**src/stcMod_consts.svh**
```systemverilog
`ifndef STC_MOD_CONSTS_SVH
`define STC_MOD_CONSTS_SVH

// datapath widths.
`define STC_DEV_WIDTH       18
`define STC_FREQ_WIDTH      32
`define STC_CIC_WIDTH       34
`define STC_MANT_WIDTH      18
`define STC_EXP_WIDTH       4
`define STC_DIV_WIDTH       16
`define STC_SHIFT_WIDTH     5
`define STC_ADDR_WIDTH      8

// ternary deviation magnitude, half of full scale.
`define STC_DEV_LEVEL       65536
`define STC_CIC_STAGES      3

// register byte offsets, the exponent sits in bits 19:16 of its own word.
`define STC_REG_CARRIER     8'h00
`define STC_REG_DEV         8'h04
`define STC_REG_DEVEXP      8'h08
`define STC_REG_SAMPLEDIV   8'h0c
`define STC_REG_CICSHIFT    8'h10

`define STC_RESP_OKAY       2'b00
`define STC_RESP_SLVERR     2'b10

`endif

```
**src/stcModPkg.sv**
```systemverilog
`include "stcMod_consts.svh"

package stcModPkg;

    // sample and word types.
    typedef logic signed [`STC_DEV_WIDTH-1:0]  devSample_t;
    typedef logic signed [`STC_FREQ_WIDTH-1:0] freqWord_t;
    typedef logic signed [`STC_CIC_WIDTH-1:0]  cicWord_t;

    // control register fields.
    typedef logic [`STC_MANT_WIDTH-1:0]  mantissa_t;
    typedef logic [`STC_EXP_WIDTH-1:0]   exponent_t;
    typedef logic [`STC_DIV_WIDTH-1:0]   sampleDiv_t;
    typedef logic [`STC_SHIFT_WIDTH-1:0] cicShift_t;

    // one machine serves both the write and the read channel.
    typedef enum logic [1:0] {
        axiIdle,
        axiWrResp,
        axiRdData
    } axiState_t;

endpackage

```
**src/stcDeviationGen.sv**
```systemverilog
`timescale 1ns/10ps
`include "stcMod_consts.svh"

module stcDeviationGen (
    input  logic                    clk,
    input  logic                    reset,
    input  logic                    sampleEn,
    input  logic                    bitEdge,
    input  logic                    modData0,
    input  logic                    modData1,
    input  logic                    modDataValid,
    output logic                    bitRequest,
    output logic                    devValid,
    output stcModPkg::devSample_t   deviation0,
    output stcModPkg::devSample_t   deviation1
);
    import stcModPkg::*;

    logic       reqDly;
    logic       oddBit;
    logic [1:0] dataIn;
    // per channel {b[k-2], b[k-1]}.
    logic [1:0] history [2];
    devSample_t pendDev [2];

    // SOQPSK precoder, alpha = (-1)^(k+1) * a[k-1] * (a[k] - a[k-2]) / 2.
    function automatic devSample_t ternary(input logic cur, input logic [1:0] hist,
                                           input logic odd);
        logic neg;
        if (cur == hist[1]) begin
            return '0;
        end
        neg = ~(cur ^ hist[0] ^ odd);
        return neg ? -devSample_t'(`STC_DEV_LEVEL) : devSample_t'(`STC_DEV_LEVEL);
    endfunction

    assign bitRequest = bitEdge;
    assign dataIn = {modData1, modData0};

    always_ff @(posedge clk) begin
        if (reset) begin
            reqDly     <= 1'b0;
            oddBit     <= 1'b0;
            history    <= '{default: '0};
            pendDev    <= '{default: '0};
            devValid   <= 1'b0;
            deviation0 <= '0;
            deviation1 <= '0;
        end
        else begin
            reqDly   <= bitEdge;
            devValid <= sampleEn;
            // the source answers the cycle after the request.
            if (reqDly && modDataValid) begin
                for (int ch = 0; ch < 2; ch++) begin
                    pendDev[ch] <= ternary(dataIn[ch], history[ch], oddBit);
                    history[ch] <= {history[ch][0], dataIn[ch]};
                end
                oddBit <= ~oddBit;
            end
            // symbol holds for both samples of the bit.
            if (!modDataValid) begin
                deviation0 <= '0;
                deviation1 <= '0;
            end
            else if (sampleEn && bitEdge) begin
                deviation0 <= pendDev[0];
                deviation1 <= pendDev[1];
            end
        end
    end

endmodule

```
**src/stcFreqScaler.sv**
```systemverilog
`timescale 1ns/10ps

module stcFreqScaler (
    input  logic                    clk,
    input  logic                    reset,
    input  stcModPkg::devSample_t   waveform,
    input  stcModPkg::mantissa_t    devMantissa,
    input  stcModPkg::exponent_t    devExponent,
    input  stcModPkg::freqWord_t    carrierFreq,
    output stcModPkg::freqWord_t    fmFreq
);
    import stcModPkg::*;

    // 18 bit sample times unsigned 18 bit mantissa.
    logic signed [36:0] product;
    freqWord_t          scaled;

    always_ff @(posedge clk) begin
        if (reset) begin
            product <= '0;
            scaled  <= '0;
            fmFreq  <= '0;
        end
        else begin
            product <= waveform * $signed({1'b0, devMantissa});
            scaled  <= freqWord_t'(product[34:3]) <<< devExponent;
            // positive deviation lowers the output word.
            fmFreq  <= carrierFreq - scaled;
        end
    end

endmodule

```
**src/stcInterpolator.sv**
```systemverilog
`timescale 1ns/10ps
`include "stcMod_consts.svh"

module stcInterpolator (
    input  logic                    clk,
    input  logic                    reset,
    input  logic                    enable,
    input  logic                    devValid,
    input  stcModPkg::devSample_t   deviation,
    input  stcModPkg::cicShift_t    cicShift,
    output stcModPkg::devSample_t   waveform
);
    import stcModPkg::*;

    localparam int stages = `STC_CIC_STAGES;
    localparam cicWord_t satHigh = (cicWord_t'(1) <<< (`STC_DEV_WIDTH - 1)) - 1;
    localparam cicWord_t satLow = -(cicWord_t'(1) <<< (`STC_DEV_WIDTH - 1));

    cicWord_t combStage [stages+1];
    cicWord_t combDly [stages];
    cicWord_t combReg;
    cicWord_t integ [stages];
    cicWord_t integNext [stages];
    cicWord_t shifted;
    devSample_t satOut;

    ////////////////////////////////
    // comb section at sample rate, integrators at clock rate.
    always_comb begin
        combStage[0] = cicWord_t'(deviation);
        for (int i = 0; i < stages; i++) begin
            combStage[i+1] = combStage[i] - combDly[i];
        end
        integNext[0] = integ[0] + combReg;
        for (int i = 1; i < stages; i++) begin
            integNext[i] = integ[i] + integNext[i-1];
        end
    end

    ////////////////////////////////
    // gain adjust with saturation to the sample width.
    always_comb begin
        shifted = integ[stages-1] >>> cicShift;
        if (shifted > satHigh) begin
            satOut = devSample_t'(satHigh);
        end
        else if (shifted < satLow) begin
            satOut = devSample_t'(satLow);
        end
        else begin
            satOut = devSample_t'(shifted);
        end
    end

    always_ff @(posedge clk) begin
        if (reset || !enable) begin
            combDly  <= '{default: '0};
            combReg  <= '0;
            integ    <= '{default: '0};
            waveform <= '0;
        end
        else begin
            if (devValid) begin
                for (int i = 0; i < stages; i++) begin
                    combDly[i] <= combStage[i];
                end
            end
            // zero stuffing between input samples.
            combReg  <= devValid ? combStage[stages] : '0;
            integ    <= integNext;
            waveform <= satOut;
        end
    end

endmodule

```
**src/stcMod.sv**
```systemverilog
`timescale 1ns/10ps
`include "stcMod_consts.svh"

module stcMod (
    input  logic                        clk,
    input  logic                        reset,
    input  logic                        txEnable,
    input  logic [`STC_ADDR_WIDTH-1:0]  awaddr,
    input  logic                        awvalid,
    output logic                        awready,
    input  logic [31:0]                 wdata,
    input  logic [3:0]                  wstrb,
    input  logic                        wvalid,
    output logic                        wready,
    output logic [1:0]                  bresp,
    output logic                        bvalid,
    input  logic                        bready,
    input  logic [`STC_ADDR_WIDTH-1:0]  araddr,
    input  logic                        arvalid,
    output logic                        arready,
    output logic [31:0]                 rdata,
    output logic [1:0]                  rresp,
    output logic                        rvalid,
    input  logic                        rready,
    input  logic                        modData0,
    input  logic                        modData1,
    input  logic                        modDataValid,
    output logic                        bitRequest,
    output stcModPkg::devSample_t       modWaveform0,
    output stcModPkg::devSample_t       modWaveform1,
    output stcModPkg::freqWord_t        fmModFreq0,
    output stcModPkg::freqWord_t        fmModFreq1
);
    import stcModPkg::*;

    freqWord_t  carrierFreq;
    mantissa_t  devMantissa;
    exponent_t  devExponent;
    sampleDiv_t sampleDiv;
    cicShift_t  cicShift;
    logic       sampleEn;
    logic       bitEdge;
    logic       devValid;
    devSample_t deviation0;
    devSample_t deviation1;

    stcModRegs regs_i (
        .clk, .reset,
        .awaddr, .awvalid, .awready, .wdata, .wstrb, .wvalid, .wready,
        .bresp, .bvalid, .bready,
        .araddr, .arvalid, .arready, .rdata, .rresp, .rvalid, .rready,
        .carrierFreq, .devMantissa, .devExponent, .sampleDiv, .cicShift
    );

    stcSymbolClock symClk_i (
        .clk, .reset, .txEnable, .sampleDiv, .sampleEn, .bitEdge
    );

    stcDeviationGen devGen_i (
        .clk, .reset, .sampleEn, .bitEdge, .modData0, .modData1, .modDataValid,
        .bitRequest, .devValid, .deviation0, .deviation1
    );

    ////////////////////////////////
    // channel 0.
    stcInterpolator interp0_i (
        .clk, .reset, .enable(modDataValid), .devValid,
        .deviation(deviation0), .cicShift, .waveform(modWaveform0)
    );

    stcFreqScaler scaler0_i (
        .clk, .reset, .waveform(modWaveform0), .devMantissa, .devExponent,
        .carrierFreq, .fmFreq(fmModFreq0)
    );

    ////////////////////////////////
    // channel 1.
    stcInterpolator interp1_i (
        .clk, .reset, .enable(modDataValid), .devValid,
        .deviation(deviation1), .cicShift, .waveform(modWaveform1)
    );

    stcFreqScaler scaler1_i (
        .clk, .reset, .waveform(modWaveform1), .devMantissa, .devExponent,
        .carrierFreq, .fmFreq(fmModFreq1)
    );

endmodule

```
**src/stcModRegs.sv**
```systemverilog
`timescale 1ns/10ps
`include "stcMod_consts.svh"

module stcModRegs (
    input  logic                        clk,
    input  logic                        reset,
    input  logic [`STC_ADDR_WIDTH-1:0]  awaddr,
    input  logic                        awvalid,
    output logic                        awready,
    input  logic [31:0]                 wdata,
    input  logic [3:0]                  wstrb,
    input  logic                        wvalid,
    output logic                        wready,
    output logic [1:0]                  bresp,
    output logic                        bvalid,
    input  logic                        bready,
    input  logic [`STC_ADDR_WIDTH-1:0]  araddr,
    input  logic                        arvalid,
    output logic                        arready,
    output logic [31:0]                 rdata,
    output logic [1:0]                  rresp,
    output logic                        rvalid,
    input  logic                        rready,
    output stcModPkg::freqWord_t        carrierFreq,
    output stcModPkg::mantissa_t        devMantissa,
    output stcModPkg::exponent_t        devExponent,
    output stcModPkg::sampleDiv_t       sampleDiv,
    output stcModPkg::cicShift_t        cicShift
);
    import stcModPkg::*;

    axiState_t  state;
    logic [7:0] wrOffset;
    logic [7:0] rdOffset;
    logic [31:0] wrMerged;
    logic [31:0] rdValue;

    function automatic logic isMapped(input logic [7:0] offset);
        return offset inside {`STC_REG_CARRIER, `STC_REG_DEV, `STC_REG_DEVEXP,
                              `STC_REG_SAMPLEDIV, `STC_REG_CICSHIFT};
    endfunction

    // stored fields as they appear on the bus, unmapped reads give zero.
    function automatic logic [31:0] regValue(input logic [7:0] offset);
        case (offset)
            `STC_REG_CARRIER:   return carrierFreq;
            `STC_REG_DEV:       return {14'b0, devMantissa};
            `STC_REG_DEVEXP:    return {12'b0, devExponent, 16'b0};
            `STC_REG_SAMPLEDIV: return {16'b0, sampleDiv};
            `STC_REG_CICSHIFT:  return {27'b0, cicShift};
            default:            return '0;
        endcase
    endfunction

    function automatic logic [31:0] mergeBytes(input logic [31:0] old,
                                               input logic [31:0] data,
                                               input logic [3:0] strb);
        logic [31:0] result;
        result = old;
        for (int i = 0; i < 4; i++) begin
            if (strb[i]) begin
                result[8*i +: 8] = data[8*i +: 8];
            end
        end
        return result;
    endfunction

    assign wrOffset = {awaddr[`STC_ADDR_WIDTH-1:2], 2'b00};
    assign rdOffset = {araddr[`STC_ADDR_WIDTH-1:2], 2'b00};
    assign wrMerged = mergeBytes(regValue(wrOffset), wdata, wstrb);
    assign rdValue  = regValue(rdOffset);

    // writes win when both channels ask in the same cycle.
    assign awready = (state == axiIdle) && awvalid && wvalid;
    assign wready  = awready;
    assign arready = (state == axiIdle) && arvalid && !(awvalid && wvalid);
    assign bvalid  = (state == axiWrResp);
    assign rvalid  = (state == axiRdData);

    always_ff @(posedge clk) begin
        if (reset) begin
            state       <= axiIdle;
            carrierFreq <= '0;
            devMantissa <= '0;
            devExponent <= '0;
            sampleDiv   <= '0;
            cicShift    <= '0;
            bresp       <= `STC_RESP_OKAY;
            rresp       <= `STC_RESP_OKAY;
            rdata       <= '0;
        end
        else begin
            case (state)
                axiIdle: begin
                    if (awready) begin
                        bresp <= isMapped(wrOffset) ? `STC_RESP_OKAY : `STC_RESP_SLVERR;
                        state <= axiWrResp;
                        case (wrOffset)
                            `STC_REG_CARRIER:   carrierFreq <= wrMerged;
                            `STC_REG_DEV:       devMantissa <= wrMerged[17:0];
                            `STC_REG_DEVEXP:    devExponent <= wrMerged[19:16];
                            `STC_REG_SAMPLEDIV: sampleDiv <= wrMerged[15:0];
                            `STC_REG_CICSHIFT:  cicShift <= wrMerged[4:0];
                            default: ;
                        endcase
                    end
                    else if (arready) begin
                        rdata <= rdValue;
                        rresp <= isMapped(rdOffset) ? `STC_RESP_OKAY : `STC_RESP_SLVERR;
                        state <= axiRdData;
                    end
                end
                axiWrResp: if (bready) state <= axiIdle;
                axiRdData: if (rready) state <= axiIdle;
                default:   state <= axiIdle;
            endcase
        end
    end

    // the response stays up until the master takes it.
    assert property (@(posedge clk) disable iff (reset) bvalid && !bready |=> bvalid);

endmodule

```
**src/stcSymbolClock.sv**
```systemverilog
`timescale 1ns/10ps

module stcSymbolClock (
    input  logic                    clk,
    input  logic                    reset,
    input  logic                    txEnable,
    input  stcModPkg::sampleDiv_t   sampleDiv,
    output logic                    sampleEn,
    output logic                    bitEdge
);
    import stcModPkg::*;

    sampleDiv_t count;
    // low on the first sample of a bit.
    logic       phase;

    always_ff @(posedge clk) begin
        if (reset) begin
            count    <= '0;
            phase    <= 1'b0;
            sampleEn <= 1'b0;
            bitEdge  <= 1'b0;
        end
        else if (!txEnable) begin
            count    <= sampleDiv;
            phase    <= 1'b0;
            sampleEn <= 1'b0;
            bitEdge  <= 1'b0;
        end
        else if (count == '0) begin
            count    <= sampleDiv;
            phase    <= ~phase;
            sampleEn <= 1'b1;
            bitEdge  <= ~phase;
        end
        else begin
            count    <= count - 1'b1;
            sampleEn <= 1'b0;
            bitEdge  <= 1'b0;
        end
    end

    // a bit boundary is always a sample boundary.
    assert property (@(posedge clk) disable iff (reset) bitEdge |-> sampleEn);

endmodule
```
**config.mk**
```make
export PLATFORM = sky130hd
export DESIGN_NAME = stcMod
export DESIGN_NICKNAME = d
export VERILOG_FILES = /design/src/stcModPkg.sv /design/src/stcDeviationGen.sv /design/src/stcFreqScaler.sv /design/src/stcInterpolator.sv /design/src/stcMod.sv /design/src/stcModRegs.sv /design/src/stcSymbolClock.sv
export VERILOG_INCLUDE_DIRS = /design/src
export SDC_FILE = /design/constraint.sdc
export NUM_CORES = 2
export LEC_CHECK = 0
export BUFFER_PORTS_ARGS = -buffer_cell sky130_fd_sc_hd__clkbuf_2
export CORE_MARGIN = 2
export CORE_UTILIZATION = 40
export DETAILED_ROUTE_END_ITERATION = 10
export SYNTH_ARGS = -nofsm -noshare
export SYNTH_HDL_FRONTEND = slang
export SYNTH_SLANG_ARGS = --single-unit
```
**constraint.sdc**
```tcl
create_clock -name clk -period 8.09 [get_ports clk]
set_input_delay 0 -clock clk [delete_from_list [all_inputs] [get_ports clk]]
set_output_delay 0 -clock clk [all_outputs]
set_load 0.01 [all_outputs]
```
==> impl_metrics.py <==
metrics = {
    "status": {
        "status": "finished clean",
    },
    "sta": {
        "rsz0062_at_grt": "false",
        "finalCritPeriodShare_pct": 88.8,
        "slew_headroom_pct": 27.8,
        "timing_max_transition_violations_final": 0,
        "skew_ns": 0.0306,
        "period_needed_ns": 7.19,
        "finalHoldViolations": 0,
        "tns_ns": 0,
        "fmax_mhz": 139,
        "tightest_slew_ns": 1.08,
        "setup_viol": 0,
    },
    "hold_path": {
        "hp-start": "wstrb[0]",
        "hp-class": "input pin to register",
        "hold_end": "regs_i.devMantissa[7]$_SDFFE_PP0P_",
        "hold_path_depth": 4,
    },
    "placement": {
        "gp_congestion": 0.902,
        "port_buffers": 198,
        "dpl_cell_area_mm2": 0.0572,
        "hpwlAfterDp_um": 115000,
    },
    "cts": {
        "post-cts-setup-buffers": 0,
        "ctsHoldBuffers": 81,
        "clk_pin_slew_worst_paths_ns": 0.06,
        "cts_tree": "done",
        "clock_sinks": 580,
        "cts_root_buf": "clkbuf_16",
        "cts_max_level": 3,
        "cts_buffer_depth": 3,
        "cts-buffers-inserted": 68,
        "ctsResizeCount": 0,
        "clk_latency_ns": 0.67,
    },
    "pwr": {
        "p_clk_share_pct": 50.5,
        "p_sw_share_pct": 24.3,
        "power_switching_mw": 1.58,
        "vdd_drop_max_mv": 0.129,
        "p_comb_share_pct": 4.7,
        "p_leak_nw": 27.2,
        "power_density_mw_per_mm2": 107,
        "seq_power_share_pct": 44.8,
        "p_int_mw": 4.90,
    },
    "global_routing": {
        "grt_pass1_vias": 43800,
        "antenna_found_initial": 2,
        "grt_pass1_wl_um": 239000,
        "grt.total_usage_pct": 21.2,
        "grt_max_degree": 84,
        "grt_overflow_total": 0,
    },
    "yosys": {
        "yosys_register_bits": 580,
        "yosys-top-cells-area": "dfxtp_1 (21%), fa_1 (20%), ha_1 (10%)",
        "yosys.area_share.xor_xnor_pct": 4.14,
        "syn_area_per_cell_um2": 8.73,
        "synth_simple_gate_area_share_pct": 17.4,
        "synth_ff_type": "dfxtp_1",
        "yosys_warnings": 0,
        "synth_top_area_cell": "dfxtp_1",
        "synth_compound_area_share_pct": 11.6,
        "synthCells": 6261,
        "synth.most_common_cell": "inv_1",
        "async_flop_share_pct": 0,
        "synth_fa_ha_area_share_pct": 29.8,
        "synth_commonest_cells": "inv_1 (851), dfxtp_1 (580), nand2_1 (574)",
        "synth_top_area_share_pct": 21.2,
        "synth_edf_count": 0,
        "synthMuxAreaShare_pct": 7.45,
        "ys_types": 88,
        "seq_area_frac_synth_pct": 21.2,
        "syn_area_mm2": 0.0547,
        "synth_top_family_by_area": "adder cells",
    },
    "worst_setup_path": {
        "r2r_slack_ns": 0.90,
        "endpoint_kind": "register",
        "path_max_fanout": 26,
        "required_ns": 8.61,
        "ff2ff_path_depth": 22,
        "r2r-start": "regs_i.devMantissa[7]$_SDFFE_PP0P_",
        "start_kind": "register",
        "critPathKind": "register to register",
        "timing.rr.end": "scaler0_i.product[32]$_SDFF_PP0_",
        "crit_arrival_ns": 7.71,
    },
    "routing": {
        "dr.pass1.iters": 6,
        "post_drt_wl_per_cell_um": 18.0,
        "ant_nets": 0,
        "via_per_inst": 5.25,
        "drtIter0Drc": 2446,
        "drt_drc_violations_left": 0,
        "routed_wl_um": 148000,
        "vias": 43000,
    },
    "floorplan": {
        "core_area_mm2": 0.136,
        "die_height_um": 374,
        "fp.dieArea_mm2": 0.140,
        "initial_core_util_pct": 40.3,
        "fp.dieW_um": 374,
        "io_pins": 205,
        "num_rows": 135,
    },
    "final_layout": {
        "final_area_mm2": 0.0604,
        "layout.nets": 7398,
        "areaGrowthSynthToFinish_pct": 10.4,
        "final_layout_size_suffix_gt1_share_pct": 8.42,
    },
    "run": {
        "max_cap_violations": 0,
    },
}
layout by cell type, fill, tap and decap left out, drive strengths merged, types with 34 or more instances in the layout:
cell         netlist  routed
ha               440     440
o21a              36      36
xnor2            147     147
fa               540     540
xor2             101     101
a31oi             38      38
nand2b            59      59
dfxtp            580     580
inv              854     861
a21oi            305     305
o21ai            157     157
clkbuf           268     279
nor2b             73      73
buf               60      70
a21o              83      83
nand2            574     574
a211oi           133     133
and2             436     436
nor3              84      84
mux4              84      84
dlygate4sd3        0      81
nand3             61      61
o21bai            34      34
nor2             564     564
mux2i            187     187
final cells by class:
cell class / instances / area, um2
clock inverters: 43 / 527
repair buffers: 348 / 2330
flip-flops and latches: 580 / 11600
diodes: 4 / 10.0
multi-input cells: 4500 / 38600
well taps: 1781 / 2230
inverters: 857 / 3220
clock buffers: 82 / 1840
fillers: 13200 / 75300
worst max-delay path: stages, from the launching register on:
cell and delay, ns:
dfxtp_1 0.78, buf_4 0.45, nand2_1 0.13, fa_1 0.56, inv_1 0.06, fa_1 0.55, fa_1 0.44, fa_1 0.48
fa_1 0.50, inv_1 0.05, fa_1 0.47, inv_1 0.04, ha_1 0.36, nand2_1 0.12, nor2_1 0.15, nand2b_1 0.07
o211ai_1 0.27, o31ai_1 0.17, o31ai_1 0.64, o21ai_0 0.28, o21ai_0 0.25, xnor2_1 0.15, nor2_1 0.06
stage by stage:
step	hold slack [ns]	util, %	setup slack, ns	instances	power (mW)
CTS	0.00186	44.5	0.969	8191	6.56
global placement	0.259	42.1	1.03	7985	3.24
finish	0.0724	44.5	0.903	8195	6.48
detailed placement	0.259	42.1	0.972	7985	3.24
global route	0.0587	44.5	0.602	8192	6.69
floorplan	0.136	-	1.97	6265	3.14
flip-flops by register name, indices dropped and copies added, names as in the netlist, 17 cells and up:
register / flops
interp0_i.combDly: 18
interp0_i.combReg: 18
interp0_i.integ: 68
interp0_i.waveform: 18
interp1_i.combDly: 17
interp1_i.combReg: 18
interp1_i.integ: 68
interp1_i.waveform: 18
regs_i.carrierFreq: 32
regs_i.devMantissa: 18
regs_i.rdata: 32
scaler0_i.fmFreq: 32
scaler0_i.product: 32
scaler0_i.scaled: 32
scaler1_i.fmFreq: 32
scaler1_i.product: 32
scaler1_i.scaled: 32
logic make-up after synthesis:
| logic type | count (synthesis) |
|---|---|
| AND/OR/NAND/NOR | 1986 |
| buffers and inverters | 1185 |
| adder cells (fa/ha/maj) | 980 |
| AO/OA/AOI/OAI | 979 |
| flip-flops | 580 |
| multiplexers | 298 |
| XOR/XNOR | 252 |
| other | 1 |
worst max path at each step:
stage,slack (ns),start,end,cells after the start
2_1_floorplan,1.97,regs_i.devMantissa[10]$_SDFFE_PP0P_,scaler0_i.product[34]$_SDFF_PP0_,23
3_3_place_gp,1.03,regs_i.devMantissa[7]$_SDFFE_PP0P_,scaler0_i.product[34]$_SDFF_PP0_,22
3_5_place_dp,0.97,regs_i.devMantissa[7]$_SDFFE_PP0P_,scaler0_i.product[32]$_SDFF_PP0_,22
4_1_cts,0.97,regs_i.devMantissa[7]$_SDFFE_PP0P_,scaler0_i.product[32]$_SDFF_PP0_,22
5_1_grt,0.60,regs_i.devMantissa[6]$_SDFFE_PP0P_,scaler0_i.product[34]$_SDFF_PP0_,22
6_report,0.90,regs_i.devMantissa[7]$_SDFFE_PP0P_,scaler0_i.product[32]$_SDFF_PP0_,22
per-layer routing:
layer	GRT usage (%)	up-vias	wire length [um]
li1	-	20700	-
met1	27.3	21100	64800
met2	36.6	1026	70800
met3	3.30	219	7960
met4	5.69	0	4000
met5	0	-	0
power by group through the flow:
| stage | registers (mW) | clock network [mW] | logic, mW |
|---|---|---|---|
| after CTS | 2.90 | 3.35 | 0.302 |
| after detailed placement | 2.96 | 0 | 0.278 |
| after global placement | 2.96 | 0 | 0.277 |
| after global routing | 2.90 | 3.46 | 0.332 |
| final | 2.90 | 3.27 | 0.305 |
| after floorplan | 2.95 | 0 | 0.187 |
(Power assumes the default switching activity.)
